**src/design/mips_pkg.sv**
```systemverilog
package mips_pkg;

    typedef logic [31:0] word_t;
    typedef logic [4:0]  reg_addr_t;

    localparam int    NUM_REGS = 32;
    localparam word_t PC_STEP  = 32'd4;
    localparam word_t RESET_PC = 32'h0000_0000;

    localparam logic [5:0] OP_SPECIAL = 6'h00;  // R-format, operation in funct
    localparam logic [5:0] OP_ADDIU   = 6'h09;
    localparam logic [5:0] OP_ORI     = 6'h0d;
    localparam logic [5:0] OP_LUI     = 6'h0f;
    localparam logic [5:0] OP_LW      = 6'h23;
    localparam logic [5:0] OP_SW      = 6'h2b;

    localparam logic [5:0] FN_ADDU = 6'h21;
    localparam logic [5:0] FN_SUBU = 6'h23;
    localparam logic [5:0] FN_AND  = 6'h24;
    localparam logic [5:0] FN_OR   = 6'h25;
    localparam logic [5:0] FN_XOR  = 6'h26;
    localparam logic [5:0] FN_SLT  = 6'h2a;

    typedef enum logic [3:0] {
        ALU_NOP,
        ALU_ADD,
        ALU_SUB,
        ALU_AND,
        ALU_OR,
        ALU_XOR,
        ALU_SLT,
        ALU_LUI
    } alu_op_e;

    typedef struct packed {
        logic [5:0] opcode;
        reg_addr_t  rs;
        reg_addr_t  rt;
        reg_addr_t  rd;
        logic [4:0] shamt;
        logic [5:0] funct;
    } r_fmt_t;

    typedef struct packed {
        logic [5:0]  opcode;
        reg_addr_t   rs;
        reg_addr_t   rt;
        logic [15:0] imm;
    } i_fmt_t;

    typedef union packed {
        r_fmt_t r;
        i_fmt_t i;
    } instr_u;

endpackage

```
**src/design/pipe_if.sv**
```systemverilog
`timescale 1ns/1ps

interface id_ex_if;
    mips_pkg::alu_op_e   alu_op;
    mips_pkg::word_t     src1;
    mips_pkg::word_t     src2;        // register operand or extended immediate
    mips_pkg::reg_addr_t wa;
    logic                wreg;
    logic                load;
    logic                store;
    mips_pkg::word_t     store_data;
    mips_pkg::word_t     pc;          // carried along for the write-back trace

    modport producer (
        output alu_op, src1, src2, wa, wreg, load, store, store_data, pc
    );

    modport consumer (
        input alu_op, src1, src2, wa, wreg, load, store, store_data, pc
    );
endinterface

interface ex_mem_if;
    mips_pkg::word_t     result;      // memory address for lw and sw
    mips_pkg::reg_addr_t wa;
    logic                wreg;
    logic                load;
    logic                store;
    mips_pkg::word_t     store_data;
    mips_pkg::word_t     pc;

    modport producer (
        output result, wa, wreg, load, store, store_data, pc
    );

    modport consumer (
        input result, wa, wreg, load, store, store_data, pc
    );
endinterface

```
**src/design/fetch_unit.sv**
```systemverilog
`timescale 1ns/1ps

module fetch_unit (
    input  logic            cpu_clk_50m_i,
    input  logic            rst_n_i,
    input  logic            bus_stall_i,
    input  logic            load_hold_i,
    output mips_pkg::word_t pc_o,
    output mips_pkg::word_t inst_addr_o,
    output logic            inst_ce_o
);

    mips_pkg::word_t pc_q;     // address whose word arrives next cycle
    logic            hold;

    assign hold        = bus_stall_i | load_hold_i;
    assign inst_addr_o = pc_q;  // the ROM refetches the same word while held

    always_ff @(posedge cpu_clk_50m_i) begin
        if (!rst_n_i) begin
            pc_q      <= mips_pkg::RESET_PC;
            inst_ce_o <= 1'b0;
        end else begin
            inst_ce_o <= 1'b1;
            if (!hold && inst_ce_o) begin
                pc_q <= pc_q + mips_pkg::PC_STEP;
            end
        end
    end

    // pc of the word now on the instruction bus, as seen by decode
    always_ff @(posedge cpu_clk_50m_i) begin
        if (!hold) begin
            pc_o <= pc_q;
        end
    end

endmodule

```
**src/design/register_file.sv**
```systemverilog
`timescale 1ns/1ps

module register_file (
    input  logic                cpu_clk_50m_i,
    input  logic                rst_n_i,
    input  logic                we_i,
    input  mips_pkg::reg_addr_t wa_i,
    input  mips_pkg::word_t     wd_i,
    input  mips_pkg::reg_addr_t ra1_i,
    input  mips_pkg::reg_addr_t ra2_i,
    output mips_pkg::word_t     rd1_o,
    output mips_pkg::word_t     rd2_o
);

    mips_pkg::word_t regs [mips_pkg::NUM_REGS];
    logic            wr_ok;

    assign wr_ok = we_i && (wa_i != '0);  // $zero is never written

    always_ff @(posedge cpu_clk_50m_i) begin
        if (!rst_n_i) begin
            for (int i = 0; i < mips_pkg::NUM_REGS; i++) begin
                regs[i] <= '0;
            end
        end else if (wr_ok) begin
            regs[wa_i] <= wd_i;
        end
    end

    // a read of the register being written returns the new value
    assign rd1_o = (ra1_i == '0) ? '0 : (wr_ok && wa_i == ra1_i) ? wd_i : regs[ra1_i];
    assign rd2_o = (ra2_i == '0) ? '0 : (wr_ok && wa_i == ra2_i) ? wd_i : regs[ra2_i];

    // the write-back stage drops writes to $zero before they reach the port
    zero_reg_clean: assert property (@(posedge cpu_clk_50m_i) disable iff (!rst_n_i)
        we_i |-> wa_i != '0);

endmodule

```
**src/design/decode_unit.sv**
```systemverilog
`timescale 1ns/1ps

module decode_unit (
    input  logic                cpu_clk_50m_i,
    input  logic                rst_n_i,
    input  logic                bus_stall_i,
    input  mips_pkg::word_t     inst_i,
    input  mips_pkg::word_t     pc_i,
    input  mips_pkg::reg_addr_t ex_wa_i,
    input  logic                ex_wreg_i,
    input  logic                ex_load_i,
    input  mips_pkg::word_t     ex_result_i,
    input  mips_pkg::reg_addr_t mem_wa_i,
    input  logic                mem_wreg_i,
    input  logic                mem_load_i,
    input  mips_pkg::word_t     mem_result_i,
    output mips_pkg::reg_addr_t ra1_o,
    output mips_pkg::reg_addr_t ra2_o,
    input  mips_pkg::word_t     rd1_i,
    input  mips_pkg::word_t     rd2_i,
    output logic                load_hold_o,
    id_ex_if.producer           id_ex
);

    mips_pkg::instr_u    ins;
    mips_pkg::word_t     inst_q;    // word kept while the stage is held
    logic                held_q;
    mips_pkg::alu_op_e   alu_op;
    mips_pkg::reg_addr_t wa;
    logic                use_rs, use_rt, use_imm, zero_ext;
    logic                wreg, load, store;
    mips_pkg::word_t     imm_ext, fwd1, fwd2;
    logic                dep1, dep2;

    // the ROM has moved on to the next word by the second held cycle
    assign ins = held_q ? inst_q : inst_i;

    always_ff @(posedge cpu_clk_50m_i) begin
        if (!rst_n_i) begin
            held_q <= 1'b0;
        end else begin
            held_q <= bus_stall_i | load_hold_o;
        end
    end

    always_ff @(posedge cpu_clk_50m_i) begin
        if (!held_q) begin
            inst_q <= inst_i;
        end
    end

    always_comb begin
        alu_op   = mips_pkg::ALU_NOP;
        wa       = ins.i.rt;
        use_rs   = 1'b0;
        use_rt   = 1'b0;
        use_imm  = 1'b1;
        zero_ext = 1'b0;
        load     = 1'b0;
        store    = 1'b0;
        case (ins.i.opcode)
            mips_pkg::OP_SPECIAL: begin
                wa      = ins.r.rd;
                use_rs  = 1'b1;
                use_rt  = 1'b1;
                use_imm = 1'b0;
                case (ins.r.funct)
                    mips_pkg::FN_ADDU: alu_op = mips_pkg::ALU_ADD;
                    mips_pkg::FN_SUBU: alu_op = mips_pkg::ALU_SUB;
                    mips_pkg::FN_AND:  alu_op = mips_pkg::ALU_AND;
                    mips_pkg::FN_OR:   alu_op = mips_pkg::ALU_OR;
                    mips_pkg::FN_XOR:  alu_op = mips_pkg::ALU_XOR;
                    mips_pkg::FN_SLT:  alu_op = mips_pkg::ALU_SLT;
                    default:           alu_op = mips_pkg::ALU_NOP;
                endcase
            end
            mips_pkg::OP_ADDIU: begin
                alu_op = mips_pkg::ALU_ADD;
                use_rs = 1'b1;
            end
            mips_pkg::OP_ORI: begin
                alu_op   = mips_pkg::ALU_OR;
                use_rs   = 1'b1;
                zero_ext = 1'b1;
            end
            mips_pkg::OP_LUI: begin
                alu_op   = mips_pkg::ALU_LUI;
                zero_ext = 1'b1;
            end
            mips_pkg::OP_LW: begin
                alu_op = mips_pkg::ALU_ADD;  // base plus offset
                use_rs = 1'b1;
                load   = 1'b1;
            end
            mips_pkg::OP_SW: begin
                alu_op = mips_pkg::ALU_ADD;
                use_rs = 1'b1;
                use_rt = 1'b1;               // rt supplies the store data
                store  = 1'b1;
            end
            default: alu_op = mips_pkg::ALU_NOP;
        endcase
    end

    assign wreg    = (alu_op != mips_pkg::ALU_NOP) && !store;
    assign ra1_o   = ins.i.rs;
    assign ra2_o   = ins.r.rt;
    assign imm_ext = zero_ext ? {16'h0000, ins.i.imm} : {{16{ins.i.imm[15]}}, ins.i.imm};

    // newest value wins: execute, then memory, then the register file
    assign fwd1 = (ra1_o != '0 && ex_wreg_i && ex_wa_i == ra1_o)   ? ex_result_i  :
                  (ra1_o != '0 && mem_wreg_i && mem_wa_i == ra1_o) ? mem_result_i : rd1_i;
    assign fwd2 = (ra2_o != '0 && ex_wreg_i && ex_wa_i == ra2_o)   ? ex_result_i  :
                  (ra2_o != '0 && mem_wreg_i && mem_wa_i == ra2_o) ? mem_result_i : rd2_i;

    // load data only exists in write-back, so wait until it is there
    assign dep1 = use_rs && ra1_o != '0 &&
                  ((ex_load_i && ex_wa_i == ra1_o) || (mem_load_i && mem_wa_i == ra1_o));
    assign dep2 = use_rt && ra2_o != '0 &&
                  ((ex_load_i && ex_wa_i == ra2_o) || (mem_load_i && mem_wa_i == ra2_o));
    assign load_hold_o = dep1 | dep2;

    always_ff @(posedge cpu_clk_50m_i) begin
        if (!rst_n_i) begin
            id_ex.alu_op <= mips_pkg::ALU_NOP;
            id_ex.wreg   <= 1'b0;
            id_ex.load   <= 1'b0;
            id_ex.store  <= 1'b0;
        end else if (!bus_stall_i) begin
            id_ex.alu_op <= load_hold_o ? mips_pkg::ALU_NOP : alu_op;  // bubble on hold
            id_ex.wreg   <= wreg & ~load_hold_o;
            id_ex.load   <= load & ~load_hold_o;
            id_ex.store  <= store & ~load_hold_o;
        end
    end

    always_ff @(posedge cpu_clk_50m_i) begin
        if (!bus_stall_i) begin
            id_ex.src1       <= fwd1;
            id_ex.src2       <= use_imm ? imm_ext : fwd2;
            id_ex.wa         <= wa;
            id_ex.store_data <= fwd2;
            id_ex.pc         <= pc_i;
        end
    end

    // a load moves through execute and memory in at most two cycles
    hold_bounded: assert property (@(posedge cpu_clk_50m_i) disable iff (!rst_n_i)
        !(load_hold_o && $past(load_hold_o) && $past(load_hold_o, 2) &&
          !bus_stall_i && !$past(bus_stall_i) && !$past(bus_stall_i, 2)));

endmodule

```
**src/design/execute_unit.sv**
```systemverilog
`timescale 1ns/1ps

module execute_unit (
    input  logic                cpu_clk_50m_i,
    input  logic                rst_n_i,
    input  logic                bus_stall_i,
    id_ex_if.consumer           id_ex,
    ex_mem_if.producer          ex_mem,
    output mips_pkg::reg_addr_t ex_wa_o,
    output logic                ex_wreg_o,
    output logic                ex_load_o,
    output mips_pkg::word_t     ex_result_o
);

    mips_pkg::word_t result;

    always_comb begin
        case (id_ex.alu_op)
            mips_pkg::ALU_ADD: result = id_ex.src1 + id_ex.src2;
            mips_pkg::ALU_SUB: result = id_ex.src1 - id_ex.src2;
            mips_pkg::ALU_AND: result = id_ex.src1 & id_ex.src2;
            mips_pkg::ALU_OR:  result = id_ex.src1 | id_ex.src2;
            mips_pkg::ALU_XOR: result = id_ex.src1 ^ id_ex.src2;
            mips_pkg::ALU_SLT: result = {31'b0, $signed(id_ex.src1) < $signed(id_ex.src2)};
            mips_pkg::ALU_LUI: result = {id_ex.src2[15:0], 16'h0000};
            default:           result = '0;
        endcase
    end

    assign ex_wa_o     = id_ex.wa;
    assign ex_wreg_o   = id_ex.wreg;
    assign ex_load_o   = id_ex.load;   // decode must wait, result is only an address
    assign ex_result_o = result;

    always_ff @(posedge cpu_clk_50m_i) begin
        if (!rst_n_i) begin
            ex_mem.wreg  <= 1'b0;
            ex_mem.load  <= 1'b0;
            ex_mem.store <= 1'b0;
        end else if (!bus_stall_i) begin
            ex_mem.wreg  <= id_ex.wreg;
            ex_mem.load  <= id_ex.load;
            ex_mem.store <= id_ex.store;
        end
    end

    always_ff @(posedge cpu_clk_50m_i) begin
        if (!bus_stall_i) begin
            ex_mem.result     <= result;
            ex_mem.wa         <= id_ex.wa;
            ex_mem.store_data <= id_ex.store_data;
            ex_mem.pc         <= id_ex.pc;
        end
    end

endmodule

```
**src/design/memory_writeback.sv**
```systemverilog
`timescale 1ns/1ps

module memory_writeback (
    input  logic                cpu_clk_50m_i,
    input  logic                rst_n_i,
    input  logic                bus_stall_i,
    ex_mem_if.consumer          ex_mem,
    output logic                data_ce_o,
    output logic                data_we_o,
    output mips_pkg::word_t     data_addr_o,
    output mips_pkg::word_t     data_wdata_o,
    input  mips_pkg::word_t     data_rdata_i,
    output mips_pkg::reg_addr_t mem_wa_o,
    output logic                mem_wreg_o,
    output logic                mem_load_o,
    output mips_pkg::word_t     mem_result_o,
    output logic                rf_we_o,
    output mips_pkg::reg_addr_t rf_wa_o,
    output mips_pkg::word_t     rf_wd_o,
    output mips_pkg::word_t     debug_wb_pc_o,
    output logic                debug_wb_rf_wen_o,
    output mips_pkg::reg_addr_t debug_wb_rf_wnum_o,
    output mips_pkg::word_t     debug_wb_rf_wdata_o
);

    logic                wb_wreg_q, wb_load_q;
    mips_pkg::reg_addr_t wb_wa_q;
    mips_pkg::word_t     wb_result_q, wb_pc_q;
    logic                rdata_held_q;  // write-back was frozen last cycle
    mips_pkg::word_t     rdata_q;
    mips_pkg::word_t     load_data;

    assign data_ce_o    = ex_mem.load | ex_mem.store;
    assign data_we_o    = ex_mem.store & ~bus_stall_i;  // the store lands once, on release
    assign data_addr_o  = ex_mem.result;
    assign data_wdata_o = ex_mem.store_data;

    assign mem_wa_o     = ex_mem.wa;
    assign mem_wreg_o   = ex_mem.wreg;
    assign mem_load_o   = ex_mem.load;
    assign mem_result_o = ex_mem.result;

    always_ff @(posedge cpu_clk_50m_i) begin
        if (!rst_n_i) begin
            wb_wreg_q    <= 1'b0;
            wb_load_q    <= 1'b0;
            rdata_held_q <= 1'b0;
        end else begin
            rdata_held_q <= bus_stall_i;
            if (!bus_stall_i) begin
                wb_wreg_q <= ex_mem.wreg;
                wb_load_q <= ex_mem.load;
            end
        end
    end

    always_ff @(posedge cpu_clk_50m_i) begin
        if (!rdata_held_q) begin
            rdata_q <= data_rdata_i;  // the RAM reads the next address while frozen
        end
        if (!bus_stall_i) begin
            wb_wa_q     <= ex_mem.wa;
            wb_result_q <= ex_mem.result;
            wb_pc_q     <= ex_mem.pc;
        end
    end

    assign load_data = rdata_held_q ? rdata_q : data_rdata_i;

    assign rf_we_o = wb_wreg_q && (wb_wa_q != '0) && !bus_stall_i;
    assign rf_wa_o = wb_wa_q;
    assign rf_wd_o = wb_load_q ? load_data : wb_result_q;

    assign debug_wb_pc_o       = wb_pc_q;
    assign debug_wb_rf_wen_o   = rf_we_o;
    assign debug_wb_rf_wnum_o  = wb_wa_q;
    assign debug_wb_rf_wdata_o = rf_wd_o;

    // only a plain store raises the write strobe, and a store writes no register
    we_needs_ce: assert property (@(posedge cpu_clk_50m_i) disable iff (!rst_n_i)
        data_we_o |-> data_ce_o && !ex_mem.load && !ex_mem.wreg);

endmodule

```
**src/design/minimips32_top.sv**
```systemverilog
`timescale 1ns/1ps

module minimips32_top (
    input  logic                cpu_clk_50m_i,
    input  logic                rst_n_i,
    output mips_pkg::word_t     inst_addr_o,
    output logic                inst_ce_o,
    input  mips_pkg::word_t     inst_i,
    output logic                data_ce_o,
    output logic                data_we_o,
    output mips_pkg::word_t     data_addr_o,
    output mips_pkg::word_t     data_wdata_o,
    input  mips_pkg::word_t     data_rdata_i,
    input  logic                bus_stall_i,
    output mips_pkg::word_t     debug_wb_pc_o,
    output logic                debug_wb_rf_wen_o,
    output mips_pkg::reg_addr_t debug_wb_rf_wnum_o,
    output mips_pkg::word_t     debug_wb_rf_wdata_o
);

    mips_pkg::word_t     pc;
    logic                load_hold;
    mips_pkg::reg_addr_t ra1, ra2;
    mips_pkg::word_t     rd1, rd2;
    mips_pkg::reg_addr_t ex_wa, mem_wa, rf_wa;
    logic                ex_wreg, ex_load, mem_wreg, mem_load, rf_we;
    mips_pkg::word_t     ex_result, mem_result, rf_wd;

    id_ex_if  id_ex_bus ();
    ex_mem_if ex_mem_bus ();

    fetch_unit fetch_unit_i (
        .cpu_clk_50m_i, .rst_n_i, .bus_stall_i,
        .load_hold_i (load_hold),
        .pc_o        (pc),
        .inst_addr_o, .inst_ce_o
    );

    register_file register_file_i (
        .cpu_clk_50m_i, .rst_n_i,
        .we_i  (rf_we), .wa_i  (rf_wa), .wd_i  (rf_wd),
        .ra1_i (ra1),   .ra2_i (ra2),
        .rd1_o (rd1),   .rd2_o (rd2)
    );

    decode_unit decode_unit_i (
        .cpu_clk_50m_i, .rst_n_i, .bus_stall_i, .inst_i,
        .pc_i         (pc),
        .ex_wa_i      (ex_wa),  .ex_wreg_i  (ex_wreg),
        .ex_load_i    (ex_load), .ex_result_i (ex_result),
        .mem_wa_i     (mem_wa), .mem_wreg_i (mem_wreg),
        .mem_load_i   (mem_load), .mem_result_i (mem_result),
        .ra1_o (ra1), .ra2_o (ra2), .rd1_i (rd1), .rd2_i (rd2),
        .load_hold_o  (load_hold),
        .id_ex        (id_ex_bus.producer)
    );

    execute_unit execute_unit_i (
        .cpu_clk_50m_i, .rst_n_i, .bus_stall_i,
        .id_ex       (id_ex_bus.consumer),
        .ex_mem      (ex_mem_bus.producer),
        .ex_wa_o     (ex_wa),   .ex_wreg_o   (ex_wreg),
        .ex_load_o   (ex_load), .ex_result_o (ex_result)
    );

    memory_writeback memory_writeback_i (
        .cpu_clk_50m_i, .rst_n_i, .bus_stall_i,
        .ex_mem      (ex_mem_bus.consumer),
        .data_ce_o, .data_we_o, .data_addr_o, .data_wdata_o, .data_rdata_i,
        .mem_wa_o    (mem_wa),   .mem_wreg_o   (mem_wreg),
        .mem_load_o  (mem_load), .mem_result_o (mem_result),
        .rf_we_o     (rf_we), .rf_wa_o (rf_wa), .rf_wd_o (rf_wd),
        .debug_wb_pc_o, .debug_wb_rf_wen_o, .debug_wb_rf_wnum_o, .debug_wb_rf_wdata_o
    );

endmodule

```
**config.mk**
```make
export PLATFORM = sky130hd
export DESIGN_NAME = minimips32_top
export DESIGN_NICKNAME = d
export VERILOG_FILES = /design/src/design/mips_pkg.sv /design/src/design/pipe_if.sv /design/src/design/fetch_unit.sv /design/src/design/register_file.sv /design/src/design/decode_unit.sv /design/src/design/execute_unit.sv /design/src/design/memory_writeback.sv /design/src/design/minimips32_top.sv
export SDC_FILE = /design/constraint.sdc
export NUM_CORES = 2
export LEC_CHECK = 0
export BUFFER_PORTS_ARGS = -buffer_cell sky130_fd_sc_hd__buf_2
export CAP_MARGIN = 15
export CORE_MARGIN = 2
export CORE_UTILIZATION = 43
export CTS_BUF_LIST = sky130_fd_sc_hd__clkbuf_8
export DETAILED_ROUTE_END_ITERATION = 16
export PLACE_DENSITY = 0.67
export SLEW_MARGIN = 0
export SYNTH_ARGS = -nofsm -noshare
export SYNTH_HDL_FRONTEND = slang
export SYNTH_SLANG_ARGS = --single-unit
export TNS_END_PERCENT = 1
```
**constraint.sdc**
```tcl
create_clock -name cpu_clk_50m_i -period 12.8 [get_ports cpu_clk_50m_i]
set_clock_uncertainty 0.2 [all_clocks]
set_input_delay 2.56 -clock cpu_clk_50m_i [delete_from_list [all_inputs] [get_ports cpu_clk_50m_i]]
set_output_delay 2.56 -clock cpu_clk_50m_i [all_outputs]
set_load 0.1 [all_outputs]
```
### Yosys cells after proc, flatten, opt, wreduce, memory -nomap -nowiden

Memories as Yosys holds them, arrays and structs flattened.
Index checks and enable logic that the tools add are counted.

* equality and inequality tests: 24
* reductions and logical operators: 40
* add/subtract/negate cells: 3
* $lt $le $gt $ge: 1
* bitwise gates (word level): 12
* mux-type cells: 31

Operators by type and width (number)
* $mux 32: 14
* $pmux 32 s7: 1
* $eq 6x6->1 const B: 8
* $add 32x3->32 const B: 1
* $add 32x32->32: 1
* $and 32x32->32: 1
* $lt 32x32->1: 1
* $or 32x32->32: 1
* $reduce_or 32->1: 1
* $sub 32x32->32: 1
* $xor 32x32->32: 1
* $eq 5x5->1: 6
* $logic_and 1x1->1: 23
* $eq 6x4->1 const B: 3
* $pmux 3 s6: 1
* $eq 4x3->1 const B: 4
* $reduce_bool 5->1: 3
* $pmux 3 s4: 1
* $mux 1: 11
* $logic_not 5->1: 2
* $mux 5: 2
* $eq 4x2->1 const B: 2
* $logic_not 6->1: 1
* $reduce_or 5->1: 1
* other kinds (10): 20

* output and inout bits: 169
* memories: 1
* flip-flop bits (word level): 446
* bits in writable memories: 1024
* bits of input ports: 67
* logic and storage cells: 140

Memories
* register_file_i.regs: depth 32, bits a word 32, read ports 2, clocked after memory_dff 0, wr ports 32, line register_file.sv:15 `mips_pkg::word_t regs [mips_pkg::NUM_REGS];`

### Depth between registers and ports, before layout

* word-level depth: 10
* gate-level depth with buffers: 16
* mapped depth without buffers: 12

### Hierarchy

A second synthesis with hierarchy kept.

* cell total of the unflattened synthesis: 6028
* area, all modules: 79577.6 um^2

By module, submodules not included
* register_file: cells an instance 3919, times used 1, seq. area each 30749.5 um^2, area each 55782.2 um^2
* execute_unit: cells an instance 941, times used 1, seq. area each 3093.0 um^2, area each 8570.7 um^2
* decode_unit: cells an instance 638, times used 1, seq. area each 4774.6 um^2, area each 7836.3 um^2
* memory_writeback: cells an instance 327, times used 1, seq. area each 2772.7 um^2, area each 4939.7 um^2
* fetch_unit: cells an instance 203, times used 1, seq. area each 1521.5 um^2, area each 2448.6 um^2

### Worst setup path after synthesis

Ideal clock, no wire load.

* kind: input port to output port
* from: input bus_stall_i
* to: output debug_wb_rf_wen_o
* required time: 10.040 ns
* stages: 4
* setup slack: -0.945 ns
* path buffers: 1
* data arrival time: 10.985 ns
* path through: clkbuf_1 > inv_1 > nand2_1 > a21oi_1

* longest elaborated chain between the ends: 2

RTL lines
* start, declared: line minimips32_top.sv:14 `input logic bus_stall_i,`
* $logic_not 1->1
* $logic_and 1x1->1: line memory_writeback.sv:70 `assign rf_we_o = wb_wreg_q && (wb_wa_q != '0) && !bus_stall_i;`
* end, declared: line minimips32_top.sv:16 `output logic debug_wb_rf_wen_o,`

Every way passes these cells.

### Final worst setup path

Ends and elaborated chain as after synthesis.

==> results_dict.tcl <==
set metrics [dict create \
    fill_cells 16500 \
    max-vdd-ir-drop_mv 0.104 \
    drc_errors 0 \
    stdcell_count 10700 \
    port_buffers 231 \
    reg2regPathDepth 12 \
    viasPerCell 6.40 \
    avgSynthCellArea_um2 9.59 \
    postCtsSetupBuffers 0 \
    synth_cell_types 94 \
    hold_class "register to register" \
    area_growth_pct 10.1 \
    netlist_instances 8104 \
    place.gp.congestion 0.961 \
    fin_hold_ws_ns 0.214 \
    p_leak_uw 0.0334 \
    cts_tree "done" \
    finalSetupViolCount 0 \
    drive_gt1_frac 0.113 \
    clock_sinks 1459 \
    synth_edf_count 1351 \
    drv_cap 0 \
    status "complete, no violations" \
    synth_top_cell_by_area "edfxtp_1" \
    async_reset_ff_frac 0 \
    synthFlopType "edfxtp_1" \
    grt_pass1_vias 64400 \
    antenna_found_initial 12 \
    initialDrtViolationCount 11300 \
    first_pass_iters 14 \
    pre_cts_slack_ns 5.36 \
    drt-wirelength-per-cell_um 28.8 \
    report.final.slew_viol_count 0 \
    path_class "primary input to primary output" \
    grt_max_degree 181 \
    clock_latency_ns 1.03 \
    clkTransAtPathRegs_ns 0.06 \
    routed_wl_mm 307 \
    post-route-min-period_ns 7.41 \
    postCtsHoldBufs 0 \
    dpl.hpwl_mm 184 \
    required_ns 10.04 \
    root_buffer "clkbuf_8" \
    grt_pass1_wl_mm 437 \
    overflow 0 \
    ios 236 \
    start_util 0.431 \
    hold_depth 0 \
    ys_warn_count 0 \
    fin_setup_tns_ns 0 \
    ys_seq_area_frac 0.550 \
    synthTopCellsByArea "edfxtp_1, nand2_1, nor2_1" \
    worst_slack_ns 5.39 \
    finalHoldViolCount 0 \
    tightest_slew_ns 1.32 \
    power_density_nw_per_um2 140 \
    endpoint_kind "primary output" \
    fin_crit_sh 0.579 \
    rsz0062_at_grt "no" \
    cts_buffers 234 \
    arrival_ns 4.65 \
    crit_fanout 49 \
    synth_area_um2 77700 \
    coreArea_um2 180000 \
    max_freq_mhz 135 \
    synth_top_area_share 0.522 \
    die_w_um 429 \
    htreeDepth 4 \
    ctsResizeCount 0 \
    grt_use_total 0.322 \
    ys_ff_latch 1459 \
    dr_total_vias 68300 \
    final_antenna_net_count 0 \
    clock_path_buffers 3 \
    final_nets 8277 \
    r2r_setup_slack_ns 6.70 \
    start_kind "primary input" \
    place_inst 10200 \
    slew-limit-headroom 0.114 \
    dieArea_um2 184000 \
    rows 156 \
    die_y_um 429 \
]
==> critical path: stages <==
cell and delay [ns]:
buf_2 0.27, clkinvlp_4 0.87, nand2_1 0.43, a21oi_1 0.14
buf_2 0.35
==> report_power, final <==
| group | switching [µW] | leakage [µW] | internal, µW |
|---|---|---|---|
| clock network | 2010 | 0.00255 | 1940 |
| logic | 1800 | 0.0161 | 604 |
| registers | 159 | 0.0147 | 5450 |
==> kinds of logic after synthesis <==
kind of cell | after synthesis | synth area share
other cells | 1 | 0.0000483
compound gates | 1040 | 0.0975
mux | 376 | 0.0535
buf+inv | 911 | 0.0501
simple gates | 4158 | 0.226
fa+ha+maj | 109 | 0.0177
xor+xnor | 50 | 0.00564
flops | 1459 | 0.550
==> through the flow <==
step	power, µW	instance area (µm²)	util
after floorplan	7190	77800	-
after global placement	7980	81000	0.450
after detailed placement	8010	81000	0.450
after CTS	11900	85500	0.475
after global routing	12300	85500	0.475
final	12000	85500	0.475
==> area by class of cell <==
cell class | count | area [µm²] | area share
diodes | 5 | 12.5 | 0.000146
well taps | 2370 | 2970 | 0.0347
inverters | 207 | 820 | 0.00958
clock buffers | 248 | 3410 | 0.0399
multi-input cells | 5769 | 31700 | 0.371
flip-flops and latches | 1459 | 42700 | 0.500
repair buffers | 430 | 2760 | 0.0323
clock inverters | 196 | 1080 | 0.0126
==> state kept, by name, indices dropped and copies added (netlist names), 3 cells and up <==
signal / cells
register_file_i.regs: 1024
decode_unit_i.id_ex.src1: 32
decode_unit_i.id_ex.src2: 32
decode_unit_i.id_ex.store_data: 32
decode_unit_i.inst_q: 32
execute_unit_i.ex_mem.result: 32
execute_unit_i.ex_mem.store_data: 32
memory_writeback_i.rdata_q: 32
memory_writeback_i.wb_result_q: 32
decode_unit_i.id_ex.pc: 30
execute_unit_i.ex_mem.pc: 30
fetch_unit_i.inst_addr_o: 30
fetch_unit_i.pc_o: 30
memory_writeback_i.debug_wb_pc_o: 30
decode_unit_i.id_ex.wa: 5
execute_unit_i.ex_mem.wa: 5
memory_writeback_i.debug_wb_rf_wnum_o: 5
decode_unit_i.id_ex.alu_op: 3
==> layer usage <==
layer,wire (µm),track usage
met1,107000,0.400
met2,134000,0.493
met3,43200,0.0941
met4,22500,0.205
met5,97,0
==> worst paths after layout <==
path | start | end
max reg2reg | decode_unit_i.held_q | decode_unit_i.id_ex.src2[3]
min reg2reg | fetch_unit_i.pc_o[24] | decode_unit_i.id_ex.pc[24]
min | fetch_unit_i.pc_o[24] | decode_unit_i.id_ex.pc[24]
max | bus_stall_i | debug_wb_rf_wen_o
==> Yosys cell counts, types with 30 or more instances <==
cell type and count:
a221oi_1 49, a211oi_1 57, edfxtp_1 1351, nand2_1 1846, mux2i_1 320, a21oi_1 220
inv_1 198, dfxtp_1 108, xnor2_1 43, nor3_1 51, nand3_1 829, o21ai_0 77
nand4_1 36, clkbuf_1 400, nor2_1 1135, o22ai_1 30, buf_2 184, a31oi_1 65
ha_1 107, buf_1 66, and3_1 148, a311oi_1 132, o21ai_1 35, buf_4 43
o211ai_1 40
==> layout by cell type (no fill, tap or decap), types with 30 or more instances in the layout <==
cell type / n
nand2_1: 1799
edfxtp_1: 1351
nor2_1: 1131
nand3_1: 829
mux2i_1: 317
inv_1: 253
clkbuf_8: 248
buf_2: 231
a21oi_1: 220
buf_4: 190
and3_1: 147
a311oi_1: 132
ha_1: 107
dfxtp_1: 105
o21ai_0: 77
clkinv_1: 77
a31oi_1: 65
a211oi_1: 56
nor3_1: 50
a221oi_1: 49
nand2_2: 48
xnor2_1: 43
clkinv_2: 42
o211ai_1: 40
nand4_1: 36
conb_1: 36
o22ai_1: 30
(Power assumes the default switching activity.)
